--- src/source/cactus_pkg.sv ---
`default_nettype none

package cactus_pkg;

    // screen and sprite geometry
    parameter int screen_width = 640;
    parameter int sprite_rows  = 58;
    parameter int sprite_cols  = 60;
    parameter int track_length = screen_width + sprite_cols; // cactus fully off the left edge
    parameter int band_top     = 344;                        // first row of the sprite band
    parameter int wait_limit   = 300;                        // wait times 0 .. 299 frames
    parameter int shape_count  = 3;

    typedef logic [9:0]             col_t;
    typedef logic [8:0]             row_t;
    typedef logic [1:0]             shape_t;
    typedef logic [3:0]             speed_t;   // pixels per frame
    typedef logic [sprite_cols-1:0] sprite_row_t;

    typedef struct packed {
        row_t row;
        col_t col;
    } scan_t;

    typedef struct packed {
        logic   visible;
        shape_t shape;
        col_t   position;  // distance scrolled in from the right edge
    } obstacle_t;

    // renderer to ROM request
    typedef struct packed {
        shape_t     shape;
        logic [5:0] row;
    } rom_addr_t;

endpackage

`default_nettype wire
--- src/source/scan_renderer.sv ---
`default_nettype none

module scan_renderer
    import cactus_pkg::*;
(
    input  wire logic        RESET,
    input  wire logic        reset,
    input  wire scan_t       scan,
    input  wire obstacle_t   obstacle,
    output rom_addr_t        rom_addr,
    input  wire sprite_row_t rom_data,
    output logic             px
);

    localparam row_t band_first = row_t'(band_top);
    localparam row_t band_end   = row_t'(band_top + sprite_rows);

    row_t       band_row;
    col_t       left_edge;
    col_t       right_edge;
    col_t       sprite_col;
    logic       in_band;
    logic       hit;
    logic       hit_q;
    logic [5:0] sprite_col_q;

    // stage 0: address the ROM and test the window
    assign band_row = scan.row - band_first;
    assign rom_addr = '{shape: obstacle.shape, row: band_row[5:0]};

    assign in_band    = (scan.row >= band_first) && (scan.row < band_end);
    assign left_edge  = (obstacle.position < col_t'(screen_width)) ?
                        col_t'(screen_width) - obstacle.position : '0;
    assign right_edge = col_t'(track_length) - obstacle.position;
    assign sprite_col = scan.col + obstacle.position - col_t'(screen_width);

    assign hit = in_band && obstacle.visible &&
                 (scan.col >= left_edge) && (scan.col < right_edge);

    always_ff @(posedge RESET) begin
        if (reset) begin
            hit_q <= 1'b0;
        end else begin
            hit_q <= hit;
        end
    end

    always_ff @(posedge RESET) begin
        sprite_col_q <= sprite_col[5:0]; // 0 .. 59 whenever hit
    end

    // stage 1: pick the bit, rom_data lines up with hit_q
    always_ff @(posedge RESET) begin
        if (reset) begin
            px <= 1'b0;
        end else begin
            px <= hit_q & rom_data[sprite_col_q];
        end
    end

    // nothing is drawn outside the sprite band, whatever the ROM returns
    no_px_outside_band: assert property (
        @(posedge RESET) disable iff (reset)
        !in_band |-> ##2 !px
    );

endmodule

`default_nettype wire

--- config.mk ---
export PLATFORM = sky130hd
export DESIGN_NAME = scan_renderer
export DESIGN_NICKNAME = d
export VERILOG_FILES = /design/src/source/cactus_pkg.sv /design/src/source/scan_renderer.sv
export SDC_FILE = /design/constraint.sdc
export NUM_CORES = 1
export LEC_CHECK = 0
export BUFFER_PORTS_ARGS = -buffer_cell sky130_fd_sc_hd__buf_2
export CAP_MARGIN = 10
export CORE_ASPECT_RATIO = 1.2
export CORE_UTILIZATION = 45
export CTS_CLUSTER_SIZE = 12
export DETAILED_ROUTE_END_ITERATION = 10
export PLACE_DENSITY = 0.83
export SYNTH_ARGS = -nofsm -noshare
export SYNTH_HDL_FRONTEND = slang
export SYNTH_SLANG_ARGS = --single-unit
--- constraint.sdc ---
create_clock -name RESET -period 7.15 [get_ports RESET]
set_input_delay 1.43 -clock RESET [delete_from_list [all_inputs] [get_ports RESET]]
set_output_delay 1.43 -clock RESET [all_outputs]
set_load 0.005 [all_outputs]
# --- Word level (Yosys, flattened, before mapping) ---
# Index checks and enable logic that the tools add are counted.
word_totals:
  reg_bits: 8
  in_bits: 94
  out_inout_bits: 9
op_classes:
  addsub: 5
  n_lt_le_gt_ge: 6
  mux: 3
  bitwise_logic: 1
  n_reduce_logical: 4
ops:
  columns: ["op", "count"]
  rows:
  - ["subtractor 10 bit, first input constant", 2]
  - [">= comparator 10 bit", 1]
  - ["< comparator 10 bit", 1]
  - ["< comparator 10 bit, second input constant", 1]
  - ["two-way mux 10 bit", 1]
  - [">= comparator 9 bit, second input constant", 1]
  - ["< comparator 9 bit, second input constant", 1]
  - ["< comparator 6 x 7 -> 1 bit, second input constant", 1]
  - ["adder 6 bit", 1]
  - ["binary-select mux 1 bit (select 6 bit)", 1]
  - ["subtractor 6 x 1 -> 6 bit, second input constant", 1]
  - ["subtractor 6 x 5 -> 6 bit, second input constant", 1]
  - ["logical AND 1 bit", 4]
  - ["bitwise AND 1 bit", 1]
  - ["two-way mux 1 bit", 1]

# --- Longest topological paths before layout ---
depth:
  ltp_word: 5
  mapped_depth: 12
  depth_no_buf: 12

# --- Worst setup path after synthesis ---
# OpenSTA, ideal clock, no wires.
synth_path:
  path_kind: "input-to-reg"
  startpoint: "input port obstacle[1] (netlist name)"
  endpoint: "register hit_q"
  setup_ps: 59
  arrival_ps: 3326
  required_time_ps: 7091
  slack_ps: 3765
  stages: 11
  n_path_buf: 0
  cell_sequence: "inv_1 -> ha_1 -> nor2_1 -> and3_1 -> o21ai_0 -> xor2_1 -> ha_1 -> a21oi_1 -> nand2_1 -> a2111oi_0 -> o211a_1"
synth_between:
  elab_chain_cells: 5
  elab_cells_between_ends: 8
  cone_classes: "add/sub: 2; order compare: 3; mux: 1; reduce/logical: 2"
synth_lines:
  columns: ["item", "line_no", "rtl"]
  rows:
  - ["from (decl)", "scan_renderer.sv:9", "input wire obstacle_t obstacle,"]
  - ["subtractor 10 bit / < comparator 10 bit (equally long branches)", "scan_renderer.sv:33, scan_renderer.sv:32", null]
  - ["two-way mux 10 bit", "scan_renderer.sv:32", "assign left_edge = (obstacle.position < col_t'(screen_width)) ?"]
  - [">= comparator 10 bit", "scan_renderer.sv:38", "(scan.col >= left_edge) && (scan.col < right_edge);"]
  - ["logical AND 1 bit", "scan_renderer.sv:37", "assign hit = in_band && obstacle.visible &&"]
  - ["logical AND 1 bit (*)", "scan_renderer.sv:38", null]
  - ["to (signal assigned)", "scan_renderer.sv:44", "hit_q <= hit;"]
  - ["to (decl)", "scan_renderer.sv:24", "logic hit_q;"]
# Mark *: on every way between the ends. The rest lies on a longest branch, timed or not.
# A chain may end at the register's enable or synchronous reset.

# --- Worst setup path after layout ---
# Ends and elaborated chain as after synthesis.

==> flow_summary.ini <==
[layout]
fin_nets = 399
antenna_cells = 0
fin_area_um2 = 2250
layout-drive-gt1-share_pct = 39.8
final_common_cell = buf_2
final_cell_mix = buf_2 (98), ha_1 (28), inv_1 (17), nand2_1 (12), xnor2_1 (12)
syn_to_final_growth_pct = 27.2

[pwr]
ir_drop_uv = 57.1
powerDensity_nw_per_um2 = 118
leakage_nw = 1.18

[floorplanning]
pin_count = 103
core_um2 = 3690
fp.dieH_um = 70.7
rows = 24
die_width_um = 59.3
dieArea_um2 = 4190
start_util_pct = 47.9

[clocking]
ctsResizeCount = 0
cts_tree = yes
clock_path_buffers = 2
cts_setup_buffers = 0
cts_buffers = 3
clock_sinks = 8
clk_latency_ps = 220
cts_root_buf = clkbuf_8
hold_buffers = 0
clk_pin_slew_worst_paths_ps = 40
cts_max_level = 1

[logic_synthesis]
synth-edff-count = 0
async_flop_share_pct = 0
yosysTopAreaCell = ha_1
syn_inst = 185
syn_nets = 308
synth-seq-cells = 8
synth_area_um2 = 1770
yosys.cell_types.count = 45
synth_seq_area_share_pct = 9.05
ys_warn_count = 0
synth_flop_cell = dfxtp_1
synth_top_area_share_pct = 19.8
syn_avg_cell_area_um2 = 9.57
synth_top_cells_by_area = ha_1 (20%), mux4_1 (15%), dfxtp_1 (9.0%), mux4_2 (6.4%), xnor2_1 (5.9%)

[detailed_routing]
first_iter_violations = 120
antenna_left = 0
routed_wl_um = 4430
vias = 1745
first_pass_iters = 4
drcViolationCount = 0
viasPerCell = 5.35
drt-wirelength-per-cell_um = 13.6

[timing]
finalMaxSlewViolations = 0
timing.final.ws_setup_ps = 3590
finalCriticalPeriod_ps = 3560
rsz0062_at_grt = false
hold_viol = 0
slew_headroom_pct = 53.9
skew_ps = 0.176
setup_viol = 0
max_freq_mhz = 281
post-route-period-util_pct = 49.8
worstMarginPinSlew_ps = 690
finalSetupTns_ps = 0

[global_route]
grt_first_pass_wirelength_um = 7110
antenna_found_initial = 0
grtUsageTotal_pct = 21.4
grt_max_degree = 15
grt_pass1_vias = 1769
grt-ovfl-total = 0

[worst_setup_path]
arrival_ps = 3730
critical_path_peak_fanout = 5
cpLargestDelayFamily = compound AO/OA/AOI/OAI gates
cp-end-kind = flip-flop
crit_buf_inv = 2
cp_common_cell = ha_1
ff2ff_path_depth = 5
cp.depth = 12
worst-setup-path-type = input port to flip-flop
reg2reg_slack_ps = 4780
cp_slowest_cell = a2111oi_0
path_cells = buf_2, inv_1, ha_1, nor2_1, and3_1, o21ai_0, xor2_1, ha_1, a21oi_1, nand2_1, a2111oi_0, o211a_1
max_stage_delay_ps = 430
worst_setup_path_start_kind = input port
cp.required_ps = 7320

[hold_path]
hp-class = flip-flop to flip-flop
min_path_cells = 1

[outcome]
outcome = complete, no violations

[placed_design]
gp_congestion = 0.825
place_hpwl_um = 3860
portBuffers = 98
post_dp_cell_area_um2 = 2210
dp_slack_ps = 3370

[job]
cap_viol_max_count = 0
logic make-up after synthesis:
kind of cell / Yosys count / share of synthesized area, %
fa+ha+maj: 29 / 20.9
flops: 8 / 9.05
mux: 20 / 24.4
xor+xnor: 18 / 8.90
simple gates: 39 / 11.2
buf+inv: 29 / 10.1
compound gates: 42 / 15.5
power breakdown:
part           leakage [nW]  internal, W  switching [W]
sequential           0.0667    0.0000513      0.0000179
combinational          1.09    0.0000849      0.0000594
clock                0.0216    0.0000363      0.0000155
total                  1.18     0.000172      0.0000928
path summary, 6_finish.rpt:
check	start	endpoint
max reg2reg	sprite_col_q[0]	px
min reg2reg	hit_q	px
max	obstacle[1]	hit_q
min	hit_q	px
flip-flops by register name (all words and copies together), names as in the netlist:
name	flops
px	1
sprite_col_q	6
hit_q	1
synthesized netlist by cell type, types with 2 or more instances:
cell type / number
nor4_1: 4
a32oi_1: 3
clkbuf_1: 2
a21o_1: 5
mux4_1: 10
ha_1: 28
or3_1: 2
inv_1: 17
o31a_1: 2
nand2_1: 12
mux4_2: 5
buf_6: 2
o21ai_0: 10
and3_1: 2
nand3_1: 2
dfxtp_1: 8
nor2_1: 7
xor2_1: 6
buf_4: 5
a21oi_1: 11
clkbuf_8: 2
nand2b_1: 3
nor3_1: 2
xnor2_1: 12
mux2i_1: 3
layer usage:
metal  part of all wire [%]  wire length (µm)  vias to the layer above  track usage [%]
li1                       -                 -                      880                -
met1                     37              1660                      787             21.7
met2                     53              2360                       70             41.1
met3                    7.8               345                        8             3.11
met4                    1.5                65                        0             10.1
met5                      0                 0                        -                0
stage by stage:
stage          power (W)  hold WS, ps  std cells  util, %
3_3_place_gp    0.000209          506        323     59.9
6_report        0.000265          506        326     61.0
5_1_grt         0.000291          511        326     61.0
4_1_cts         0.000269          511        326     61.0
2_1_floorplan   0.000173          484        185        -
3_5_place_dp    0.000214          492        323     59.9
area by class of cell:
cell class                 instances  area (µm²)
inverter                          17        63.8
tap                               52        65.1
clock buffer                       3        41.3
timing repair buffer              98         490
fill                             344        1440
sequential                         8         160
multi-input combinational        148        1430
Power figures use the tool's default switching activity.
