**src/source/cactus_pkg.sv**
```systemverilog
`default_nettype none

package cactus_pkg;

    // screen and sprite geometry
    parameter int screen_width = 640;
    parameter int sprite_rows  = 58;
    parameter int sprite_cols  = 60;
    parameter int track_length = screen_width + sprite_cols; // cactus fully off the left edge
    parameter int band_top     = 344;                        // first row of the sprite band
    parameter int wait_limit   = 300;                        // wait times 0 .. 299 frames
    parameter int shape_count  = 3;

    typedef logic [9:0]             col_t;
    typedef logic [8:0]             row_t;
    typedef logic [1:0]             shape_t;
    typedef logic [3:0]             speed_t;   // pixels per frame
    typedef logic [sprite_cols-1:0] sprite_row_t;

    typedef struct packed {
        row_t row;
        col_t col;
    } scan_t;

    typedef struct packed {
        logic   visible;
        shape_t shape;
        col_t   position;  // distance scrolled in from the right edge
    } obstacle_t;

    // renderer to ROM request
    typedef struct packed {
        shape_t     shape;
        logic [5:0] row;
    } rom_addr_t;

endpackage

`default_nettype wire
```
**src/source/obstacle_motion.sv**
```systemverilog
`default_nettype none

module obstacle_motion
    import cactus_pkg::*;
#(
    parameter logic [15:0] lfsr_seed = 16'hace1
) (
    input  wire logic   RESET,
    input  wire logic   reset,
    input  wire logic   frame_tick,
    input  wire logic   game_status,
    input  wire logic   start,
    input  wire speed_t speed,
    output obstacle_t   obstacle
);

    logic [15:0] lfsr;
    logic [15:0] lfsr_next;
    logic [9:0]  wait_count;
    logic [9:0]  wait_time;
    logic [10:0] advance;   // one bit wider so the end of track is seen

    // fibonacci form, taps 16 14 13 11
    assign lfsr_next = {lfsr[14:0], lfsr[15] ^ lfsr[13] ^ lfsr[12] ^ lfsr[10]};

    assign advance = {1'b0, obstacle.position} + 11'(speed);

    always_ff @(posedge RESET) begin
        if (reset) begin
            lfsr       <= lfsr_seed;
            wait_count <= '0;
            wait_time  <= '0;
            obstacle   <= '0;
        end else if (game_status) begin
            if (frame_tick) begin
                lfsr <= lfsr_next; // only steps while the game runs
                if (!obstacle.visible) begin
                    wait_count <= wait_count + 10'd1;
                    if (wait_count >= wait_time) begin
                        // wait over, launch a new cactus at the right edge
                        obstacle.visible  <= 1'b1;
                        obstacle.position <= col_t'(speed);
                        obstacle.shape    <= shape_t'(lfsr_next[7:0] % shape_count);
                        wait_time         <= 10'(lfsr_next % wait_limit);
                        wait_count        <= '0;
                    end
                end else if (advance >= 11'(track_length)) begin
                    obstacle.visible  <= 1'b0; // scrolled out on the left
                    obstacle.position <= '0;
                end else begin
                    obstacle.position <= advance[9:0];
                end
            end
        end else if (start) begin
            obstacle.visible  <= 1'b0;
            obstacle.position <= '0;
        end
    end

    // the shape pick is mod 3, so code 3 would point past the ROM
    shape_in_range: assert property (
        @(posedge RESET) disable iff (reset)
        obstacle.shape != 2'd3
    );

    // the renderer window math relies on this bound
    position_in_track: assert property (
        @(posedge RESET) disable iff (reset)
        obstacle.position < col_t'(track_length)
    );

endmodule

`default_nettype wire

```
**config.mk**
```make
export PLATFORM = sky130hd
export DESIGN_NAME = obstacle_motion
export DESIGN_NICKNAME = d
export VERILOG_FILES = /design/src/source/cactus_pkg.sv /design/src/source/obstacle_motion.sv
export SDC_FILE = /design/constraint.sdc
export NUM_CORES = 1
export LEC_CHECK = 0
export CAP_MARGIN = 0
export CORE_MARGIN = 4
export CORE_UTILIZATION = 32
export DETAILED_ROUTE_END_ITERATION = 7
export DONT_BUFFER_PORTS = 1
export PLACE_DENSITY = 0.52
export SLEW_MARGIN = 20
export SYNTH_ARGS = -nofsm -noshare
export SYNTH_HDL_FRONTEND = slang
export SYNTH_SLANG_ARGS = --single-unit
```
**constraint.sdc**
```tcl
create_clock -name RESET -period 7.1 [get_ports RESET]
set_input_delay 1.42 -clock RESET [delete_from_list [all_inputs] [get_ports RESET]]
set_output_delay 1.42 -clock RESET [all_outputs]
set_load 0.01 [all_outputs]
```
**After elaboration in Yosys (flattened, before gate mapping)**

Index checks and enable logic that the tools add are counted.
Widths: inputs -> output; s select.

- Flip-flop bits (word level): 49
- Latch bits: 0
- Bits in writable memories: 0
- Bits in read-only memories: 0
- Logic and storage cells: 36
- Memories kept: 0

- Add/subtract/negate cells: 2
- Multipliers: 0
- Divide/modulo/power cells: 2
- Order comparisons: 2
- Equality and inequality tests: 2
- Shift-type cells: 0
- Muxes and demuxes: 12
- Bitwise gates (word level): 4
- Reduce and logical (&&, ||, !) cells: 6

Operators by type and width:

| kind | number |
|---|---|
| $mux 10 | 5 |
| $mod 16x9->32 const B | 1 |
| $mod 8x2->32 const B | 1 |
| $mux 13 | 2 |
| $add 10x4->11 | 1 |
| $ge 11x10->1 const B | 1 |
| $add 10x1->10 const B | 1 |
| $ge 10x10->1 | 1 |
| $reduce_and 3->1 | 2 |
| $mux 1 | 4 |
| $reduce_and 2->1 | 2 |
| $reduce_and 4->1 | 1 |
| $ne 3x1->1 const B | 1 |
| $xor 1x1->1 | 3 |
| $mux 2 | 1 |
| $ne 2x2->1 const B | 1 |
| $reduce_bool 2->1 | 1 |
| $not 1->1 | 1 |

**Longest topological paths before layout**

Gate-level depths: netlist (run 1).

- Depth after elaboration: 8
- Mapped depth: 32

**Least setup slack after synthesis (run 1)**

Ideal clock, no wire load.

- Path type: reg2reg
- Start: register lfsr[12]
- End: register wait_time[5]
- Arrival time: 6.556 ns
- Required time: 6.973 ns
- Slack: 0.417 ns
- Stages on the path, launching flop included: 31
- Path buffers: 5
- Cell sequence: dfxtp_1 > buf_4 > buf_2 > nor2_1 > a21boi_2 > inv_1 > ha_1 > nand2b_1 > o21a_1 > a41oi_2 > o211ai_2 > and3_1 > buf_6 > nor3_4 > nor2_2 > a311o_1 > a2111o_1 > and2_1 > buf_6 > a21oi_4 > mux2_4 > a31o_2 > o21ai_1 > mux2i_1 > and3_1 > buf_2 > nand2_4 > maj3_2 > mux2_4 > and4b_1 > or3_1

- Cells in the longest elaborated chain, start to end: 3

Ends and longest elaborated chain:

| what | RTL line | RTL |
|---|---|---|
| start, declared | obstacle_motion.sv:17 | `logic [15:0] lfsr;` |
| start signal, assigned | obstacle_motion.sv:30 | `lfsr <= lfsr_seed;` |
| start signal, assigned | obstacle_motion.sv:36 | `lfsr <= lfsr_next;` |
| $xor 1x1->1 (2 in a row) | obstacle_motion.sv:24 | `assign lfsr_next = {lfsr[14:0], lfsr[15] ^ lfsr[13] ^ lfsr[12] ^ lfsr[10]};` |
| $mod 16x9->32 * | obstacle_motion.sv:44 | `wait_time <= 10'(lfsr_next % wait_limit);` |
| end signal, assigned | obstacle_motion.sv:44 |  |
| end, declared | obstacle_motion.sv:20 | `logic [9:0] wait_time;` |

Mark *: on every way between the ends. The rest lies on a longest branch, timed or not.
A chain may end at the register's enable or synchronous reset.

**Worst setup path after layout (run 1)**

- Start: register lfsr[9]
- End: register wait_time[3]

- Cells in the longest elaborated chain, start to end: 1

Ends and longest elaborated chain:

| what | RTL line |
|---|---|
| $mod 16x9->32 | obstacle_motion.sv:44 |

No other way between the ends.

==> results of run 1 <==
[sequential cells by signal, summed over array words and instances (netlist names)]
signal / cells
wait_count: 10
obstacle: 13
wait_time: 10
lfsr: 16
[placed cells by master, fill, tap and decap left out, types with 17 or more instances in the layout]
cell type,Yosys,layout
ha_1,19,19
nand2_1,99,99
a21oi_1,79,79
nor2_1,95,95
inv_1,28,28
nand3_1,37,37
xnor2_1,31,31
mux2i_1,18,18
o211ai_1,21,21
o21ai_0,50,48
dfxtp_1,49,48
buf_4,5,60
a21o_1,17,17
[Yosys cell counts, types with 5 or more instances]
cell | count | area share, %
a21o_1 | 17 | 2.0
nand3b_1 | 5 | 0.58
o21a_1 | 8 | 0.94
o211ai_1 | 21 | 2.5
a21oi_1 | 79 | 6.2
and3_1 | 9 | 0.88
nand3_1 | 37 | 2.9
nand2_1 | 99 | 5.8
or3b_2 | 5 | 0.68
xnor2_1 | 31 | 4.2
o22ai_1 | 13 | 1.3
buf_2 | 11 | 0.86
ha_1 | 19 | 3.7
xor2_1 | 10 | 1.4
dfxtp_1 | 49 | 15
o21ai_0 | 50 | 3.9
nor3_1 | 17 | 1.3
a31oi_1 | 7 | 0.68
clkbuf_1 | 38 | 2.2
buf_6 | 5 | 0.88
nor4_1 | 6 | 0.58
a211oi_1 | 11 | 1.3
o21ai_1 | 13 | 1.0
or3_1 | 9 | 0.88
o2111ai_1 | 5 | 0.68
nand2b_1 | 11 | 1.1
inv_1 | 28 | 1.6
a22oi_1 | 7 | 0.82
mux2i_1 | 18 | 2.8
nor2b_1 | 9 | 0.88
nand4_1 | 9 | 0.88
or2_2 | 7 | 0.68
buf_4 | 5 | 0.58
a211o_1 | 8 | 1.1
and2_1 | 8 | 0.78
nor2_1 | 95 | 5.6
[report_power, final]
group	switching [mW]	leakage (nW)	internal [mW]	total, mW
Sequential	0.0384	0.399	0.312	0.350
Combinational	1.35	2.20	0.947	2.29
Clock	0.110	0.0744	0.133	0.243
Total	1.49	2.68	1.39	2.89
[path summary, 6_finish.rpt]
kind	from	end	slack, ns	cells after the start
setup / recovery	lfsr[9]	wait_time[3]	0.36	27
hold / removal	wait_time[2]	wait_time[2]	0.47	2
setup reg to reg	lfsr[9]	wait_time[3]	0.36	27
hold reg to reg	wait_time[2]	wait_time[2]	0.47	2
[worst min-delay path, cell delays in order (launching register included)]
cell and delay (ns):
dfxtp_1 0.31, nand2_1 0.05, o22ai_1 0.06
[per-layer routing]
metal | track usage (%) | wire length, um | vias up
met4 | 3.48 | 278 | 0
met1 | 23.4 | 9180 | 3121
met2 | 27.1 | 8590 | 138
met3 | 1.54 | 590 | 20
met5 | 0 | 0 | -
li1 | - | - | 3371
[cell families after synthesis]
| group | Yosys count | synth area share [%] |
|---|---|---|
| compound gates | 322 | 36.0 |
| xor+xnor | 45 | 6.61 |
| fa+ha+maj | 22 | 4.36 |
| buf+inv | 92 | 6.47 |
| flops | 49 | 15.3 |
| mux | 25 | 4.21 |
| simple gates | 350 | 27.1 |
[layout make-up]
class / instances / area (sq um) / area share, %
clock buffer: 5 / 125 / 1.76
clock inverter: 3 / 26.3 / 0.369
inverter: 29 / 109 / 1.53
multi-input combinational: 764 / 5090 / 71.5
sequential: 49 / 982 / 13.8
tap: 265 / 332 / 4.66
timing repair buffer: 60 / 450 / 6.33
[repair_timing]
action / 4_1_cts / 5_1_grt
endpoints found under the setup margin: 0 / 8
resized for setup: 0 / 15
setup buffers: 0 / 3
==> flow_summary.json, run 1 <==
{
  "cts_made_buffers": 5,
  "syn_avg_cell_area_sq_um": 7.10,
  "fmaxAchievable_ghz": 0.148,
  "run_status": "finished clean",
  "slew_viol_final": 0,
  "ys_ff_latch": 49,
  "coreArea_sq_um": 19600,
  "cts.path.max_buffers": 2,
  "num_vias": 6650,
  "vdd_ir_drop_max_mv": 0.241,
  "worstMarginPinSlew_ns": 0.996,
  "hold_violations": 0,
  "placed_cell_area_sq_um": 6880,
  "fp.dieH_um": 150,
  "syn-num-nets": 934,
  "n_antenna_cell": 0,
  "setup_violations": 0,
  "grt_pass1_vias": 6164,
  "crit_path_top_delay_cell": "a2111o_1",
  "cts_tree": "yes",
  "fp.dieW_um": 150,
  "antenna_found_initial": 0,
  "yosys_warnings": 0,
  "root_buffer": "clkbuf_16",
  "track_usage_pct": 16.4,
  "min_period_over_period_pct": 94.9,
  "pin_count": 22,
  "routabilityCongestion": 0.857,
  "routed_wl_mm": 18.6,
  "ys.flop_type": "dfxtp_1",
  "critical_path_required_ns": 7.29,
  "worstSetupPathType": "flip-flop to flip-flop",
  "setup_ws_ns": 0.360,
  "skew_ns": 0.0137,
  "postSynthCellCount": 905,
  "clk_latency_ns": 0.30,
  "dp_slack_ns": 0.166,
  "synth_edf_count": 0,
  "grt_max_degree": 30,
  "place.detailed.instances": 1164,
  "worstPathArrival_ns": 6.93,
  "htree_levels": 2,
  "crit_path_end_kind": "flip-flop",
  "cp-start-kind": "flip-flop",
  "max_stage_delay_ns": 0.44,
  "finalNonFillerCells": 1175,
  "nNetsFinal": 938,
  "drive_gt1_share_pct": 15.4,
  "cts_hold_buf": 0,
  "first_pass_iters": 5,
  "power_mw": 2.89,
  "n_fill_cell": 2116,
  "dr.first_iter.drc_count": 583,
  "design_area_sq_um": 7120,
  "rows": 51,
  "synth_cell_types": 101,
  "fin_crit_ns": 6.74,
  "start_util_pct": 32.8,
  "power_density_nw_per_um2": 406,
  "p_leak_nw": 2.68,
  "setup_tns_ns": 0,
  "grt_pass1_wl_mm": 31.3,
  "io_buffers": 0,
  "wl_per_cell_um": 15.9,
  "path_delay_family": "compound AO/OA/AOI/OAI gates",
  "numClockSinks": 49,
  "clkSlewWorstSetupHoldPaths_ns": 0.08,
  "syn_to_final_growth_pct": 10.8,
  "hold_path.class": "flip-flop to flip-flop",
  "drc_errors": 0,
  "fin_util_pct": 36.3,
  "drtAntennaViolNets": 0,
  "viasPerCell": 5.66,
  "cap_violations": 0,
  "cp_num_buf_inv": 3,
  "critPathMaxFanout": 8,
  "async_flop_share_pct": 0,
  "synth_area_sq_um": 6420,
  "dieArea_sq_um": 22400,
  "grt_remaining_overflow": 0,
  "dp.final_hpwl_mm": 14.1,
  "slew_headroom_pct": 33.3,
  "ys_seq_area_share_pct": 15.3,
  "hold-worst-slack_ns": 0.475
}
Power figures use the tool's default switching activity.
==> run 2, diff against run 1 <==
- BUFFER_PORTS_ARGS: unset -> -buffer_cell sky130_fd_sc_hd__clkbuf_2
- DONT_BUFFER_PORTS: 1 -> unset
- PLACE_DENSITY: 0.52 -> 0.53
- SLEW_MARGIN: 20 -> unset
==> flow_summary.json, run 2 (synthesis gave the netlist of run 1 again) <==
{
  "design_area_sq_um": 7350,
  "run_status": "finished clean",
  "io_buffers": 21,
  "cpMostUsedCell": "mux2_4",
  "cp-start-kind": "flip-flop",
  "min_from": "wait_time[2]",
  "top_register": "lfsr",
  "r2r_start": "lfsr[9]",
  "pwr-share-comb_pct": 78.7,
  "min_period_over_period_pct": 93.4,
  "slew_headroom_pct": 21.6,
  "cp_num_buf_inv": 2,
  "cts_made_buffers": 5,
  "slew_viol_final": 0,
  "fmaxAchievable_ghz": 0.151,
  "n_antenna_cell": 0,
  "syn_to_final_growth_pct": 14.5,
  "crit_path_end_kind": "flip-flop",
  "holdPathStages": 2,
  "routed_wl_mm": 18.7,
  "skew_ns": 0.00887,
  "htree_levels": 2,
  "fin_util_pct": 37.5,
  "clkSlewWorstSetupHoldPaths_ns": 0.07,
  "cts.path.max_buffers": 2,
  "coreArea_sq_um": 19600,
  "worstSetupPathType": "flip-flop to flip-flop",
  "track_usage_pct": 16.5,
  "hold_violations": 0,
  "cap_violations": 0,
  "max_stage_delay_ns": 0.43,
  "largest_reg_flops": 16,
  "fp.dieW_um": 150,
  "grt_max_degree": 30,
  "power.internal_mw": 1.45,
  "rows": 51,
  "vdd_ir_drop_max_mv": 0.171,
  "num_vias": 6755,
  "final_common_cell": "nand2_1",
  "whs_endpoint": "wait_time[2]",
  "hold_path.class": "flip-flop to flip-flop",
  "p_leak_nw": 2.84,
  "setup_ws_ns": 0.467,
  "root_buffer": "clkbuf_16",
  "r2r_setup_slack_ns": 0.47,
  "finalNonFillerCells": 1208,
  "antenna_found_initial": 0,
  "cts_hold_buf": 0,
  "crit_path_top_delay_cell": "a2111o_1",
  "setup_violations": 0,
  "first_pass_iters": 7,
  "grt_pass1_vias": 6183,
  "dieArea_sq_um": 22400,
  "drtAntennaViolNets": 0,
  "path_cells": "a21o_1 -> buf_4 -> mux2_2 -> a22oi_1 -> a41oi_2 -> buf_4 -> a221oi_4 -> o21ai_1 -> a2111o_1 -> o211a_2 -> a2111oi_4 -> nand2_1 -> and2_2 -> a21oi_4 -> mux2_4 -> a31o_2 -> nand3_1 -> mux2_4 -> a21oi_4 -> nand2_4 -> maj3_2 -> mux2_4 -> and4b_1 -> or3_1",
  "grt_pass1_wl_mm": 31.1,
  "p_clk_share_pct": 9.6,
  "wl_per_cell_um": 15.5,
  "switching_share_pct": 50.5,
  "critPathMaxFanout": 8,
  "reg2regPathDepth": 24,
  "numClockSinks": 49,
  "start_util_pct": 32.8,
  "clk_latency_ns": 0.29,
  "rr_endpoint": "wait_time[5]",
  "p_sw_mw": 1.48,
  "cts_tree": "yes",
  "power_density_nw_per_um2": 399,
  "rsz0062_at_grt": "no",
  "drc_errors": 0,
  "reg.largest.list": "lfsr: 16 flops, obstacle: 13 flops",
  "drive_gt1_share_pct": 19.1,
  "power.share.sequential_pct": 11.7,
  "dr.first_iter.drc_count": 490,
  "grt_remaining_overflow": 0,
  "path_delay_family": "compound AO/OA/AOI/OAI gates",
  "viasPerCell": 5.59,
  "dp_slack_ns": 0.0429,
  "dp.final_hpwl_mm": 13.9,
  "setup_tns_ns": 0,
  "critical_path_required_ns": 7.27,
  "worstMarginPinSlew_ns": 1.16,
  "pin_count": 22,
  "layout_common_cells": "nand2_1 (99), nor2_1 (93), a21oi_1 (79)",
  "fin_crit_ns": 6.63,
  "worstPathArrival_ns": 6.81,
  "fp.dieH_um": 150,
  "hold-worst-slack_ns": 0.472,
  "place.detailed.instances": 1184,
  "routabilityCongestion": 0.859,
  "power_mw": 2.93,
  "placed_cell_area_sq_um": 6980,
  "nNetsFinal": 971
}
-- run 2: changes by cell type in the layout (fill, tap and decap cells not counted), moves of 2 or more --
cell | previous run | this run
o21ai_1 | 13 | 11
buf_4 | 60 | 72
clkinv_4 | 2 | 0
clkbuf_2 | 0 | 21
nor2_2 | 1 | 3
nor2_1 | 95 | 93
o21ai_2 | 3 | 5
-- run 2: area by class of cell --
cell class	instances	area (sq um)
clock buffer	7	143
tap	265	332
fill	2099	12200
inverter	29	109
sequential	49	983
clock inverter	1	30.0
multi-input combinational	764	5110
timing repair buffer	93	646
-- run 2: how the worst max path moves through the flow --
stage,from,to,slack [ns],depth (start not counted)
2_1_floorplan,lfsr[12],wait_time[5],0.42,30
3_3_place_gp,lfsr[12],wait_time[5],0.09,24
3_5_place_dp,lfsr[12],wait_time[5],0.04,24
4_1_cts,lfsr[12],wait_time[5],0.04,25
5_1_grt,lfsr[12],wait_time[5],0.06,27
6_report,lfsr[9],wait_time[5],0.47,24
-- run 2: worst reg2reg max path: cells and delay by family, from the launching register on --
| family | cells | cell delay (ns) |
|---|---|---|
| AOI/OAI and AO/OA | 11 | 2.91 |
| muxes | 4 | 1.33 |
| and+or+nand+nor | 6 | 1.20 |
| buffers and inverters | 2 | 0.39 |
| adders and majority gates | 1 | 0.34 |
| DFF | 1 | 0.33 |
-- run 2: metal layers --
layer	vias up	track usage [%]	wire [um]
li1	3437	-	-
met1	3134	23.1	9140
met2	161	27.4	8610
met3	23	1.15	644
met4	0	4.67	327
met5	-	0	0
-- run 2: timing repair --
| item | in CTS | in global routing |
|---|---|---|
| endpoints found under the hold margin | 0 | 0 |
| pin swaps | 0 | 6 |
| setup buffers | 0 | 16 |
| gates resized for setup | 1 | 21 |
| endpoints found under the setup margin | 1 | 8 |
-- run 2: power groups by stage --
stage	clock, mW	combinational (mW)	sequential, mW
2_1_floorplan	0	1.68	0.342
3_3_place_gp	0	2.23	0.349
3_5_place_dp	0	2.22	0.349
4_1_cts	0.291	2.23	0.343
5_1_grt	0.300	2.53	0.349
6_report	0.281	2.31	0.343
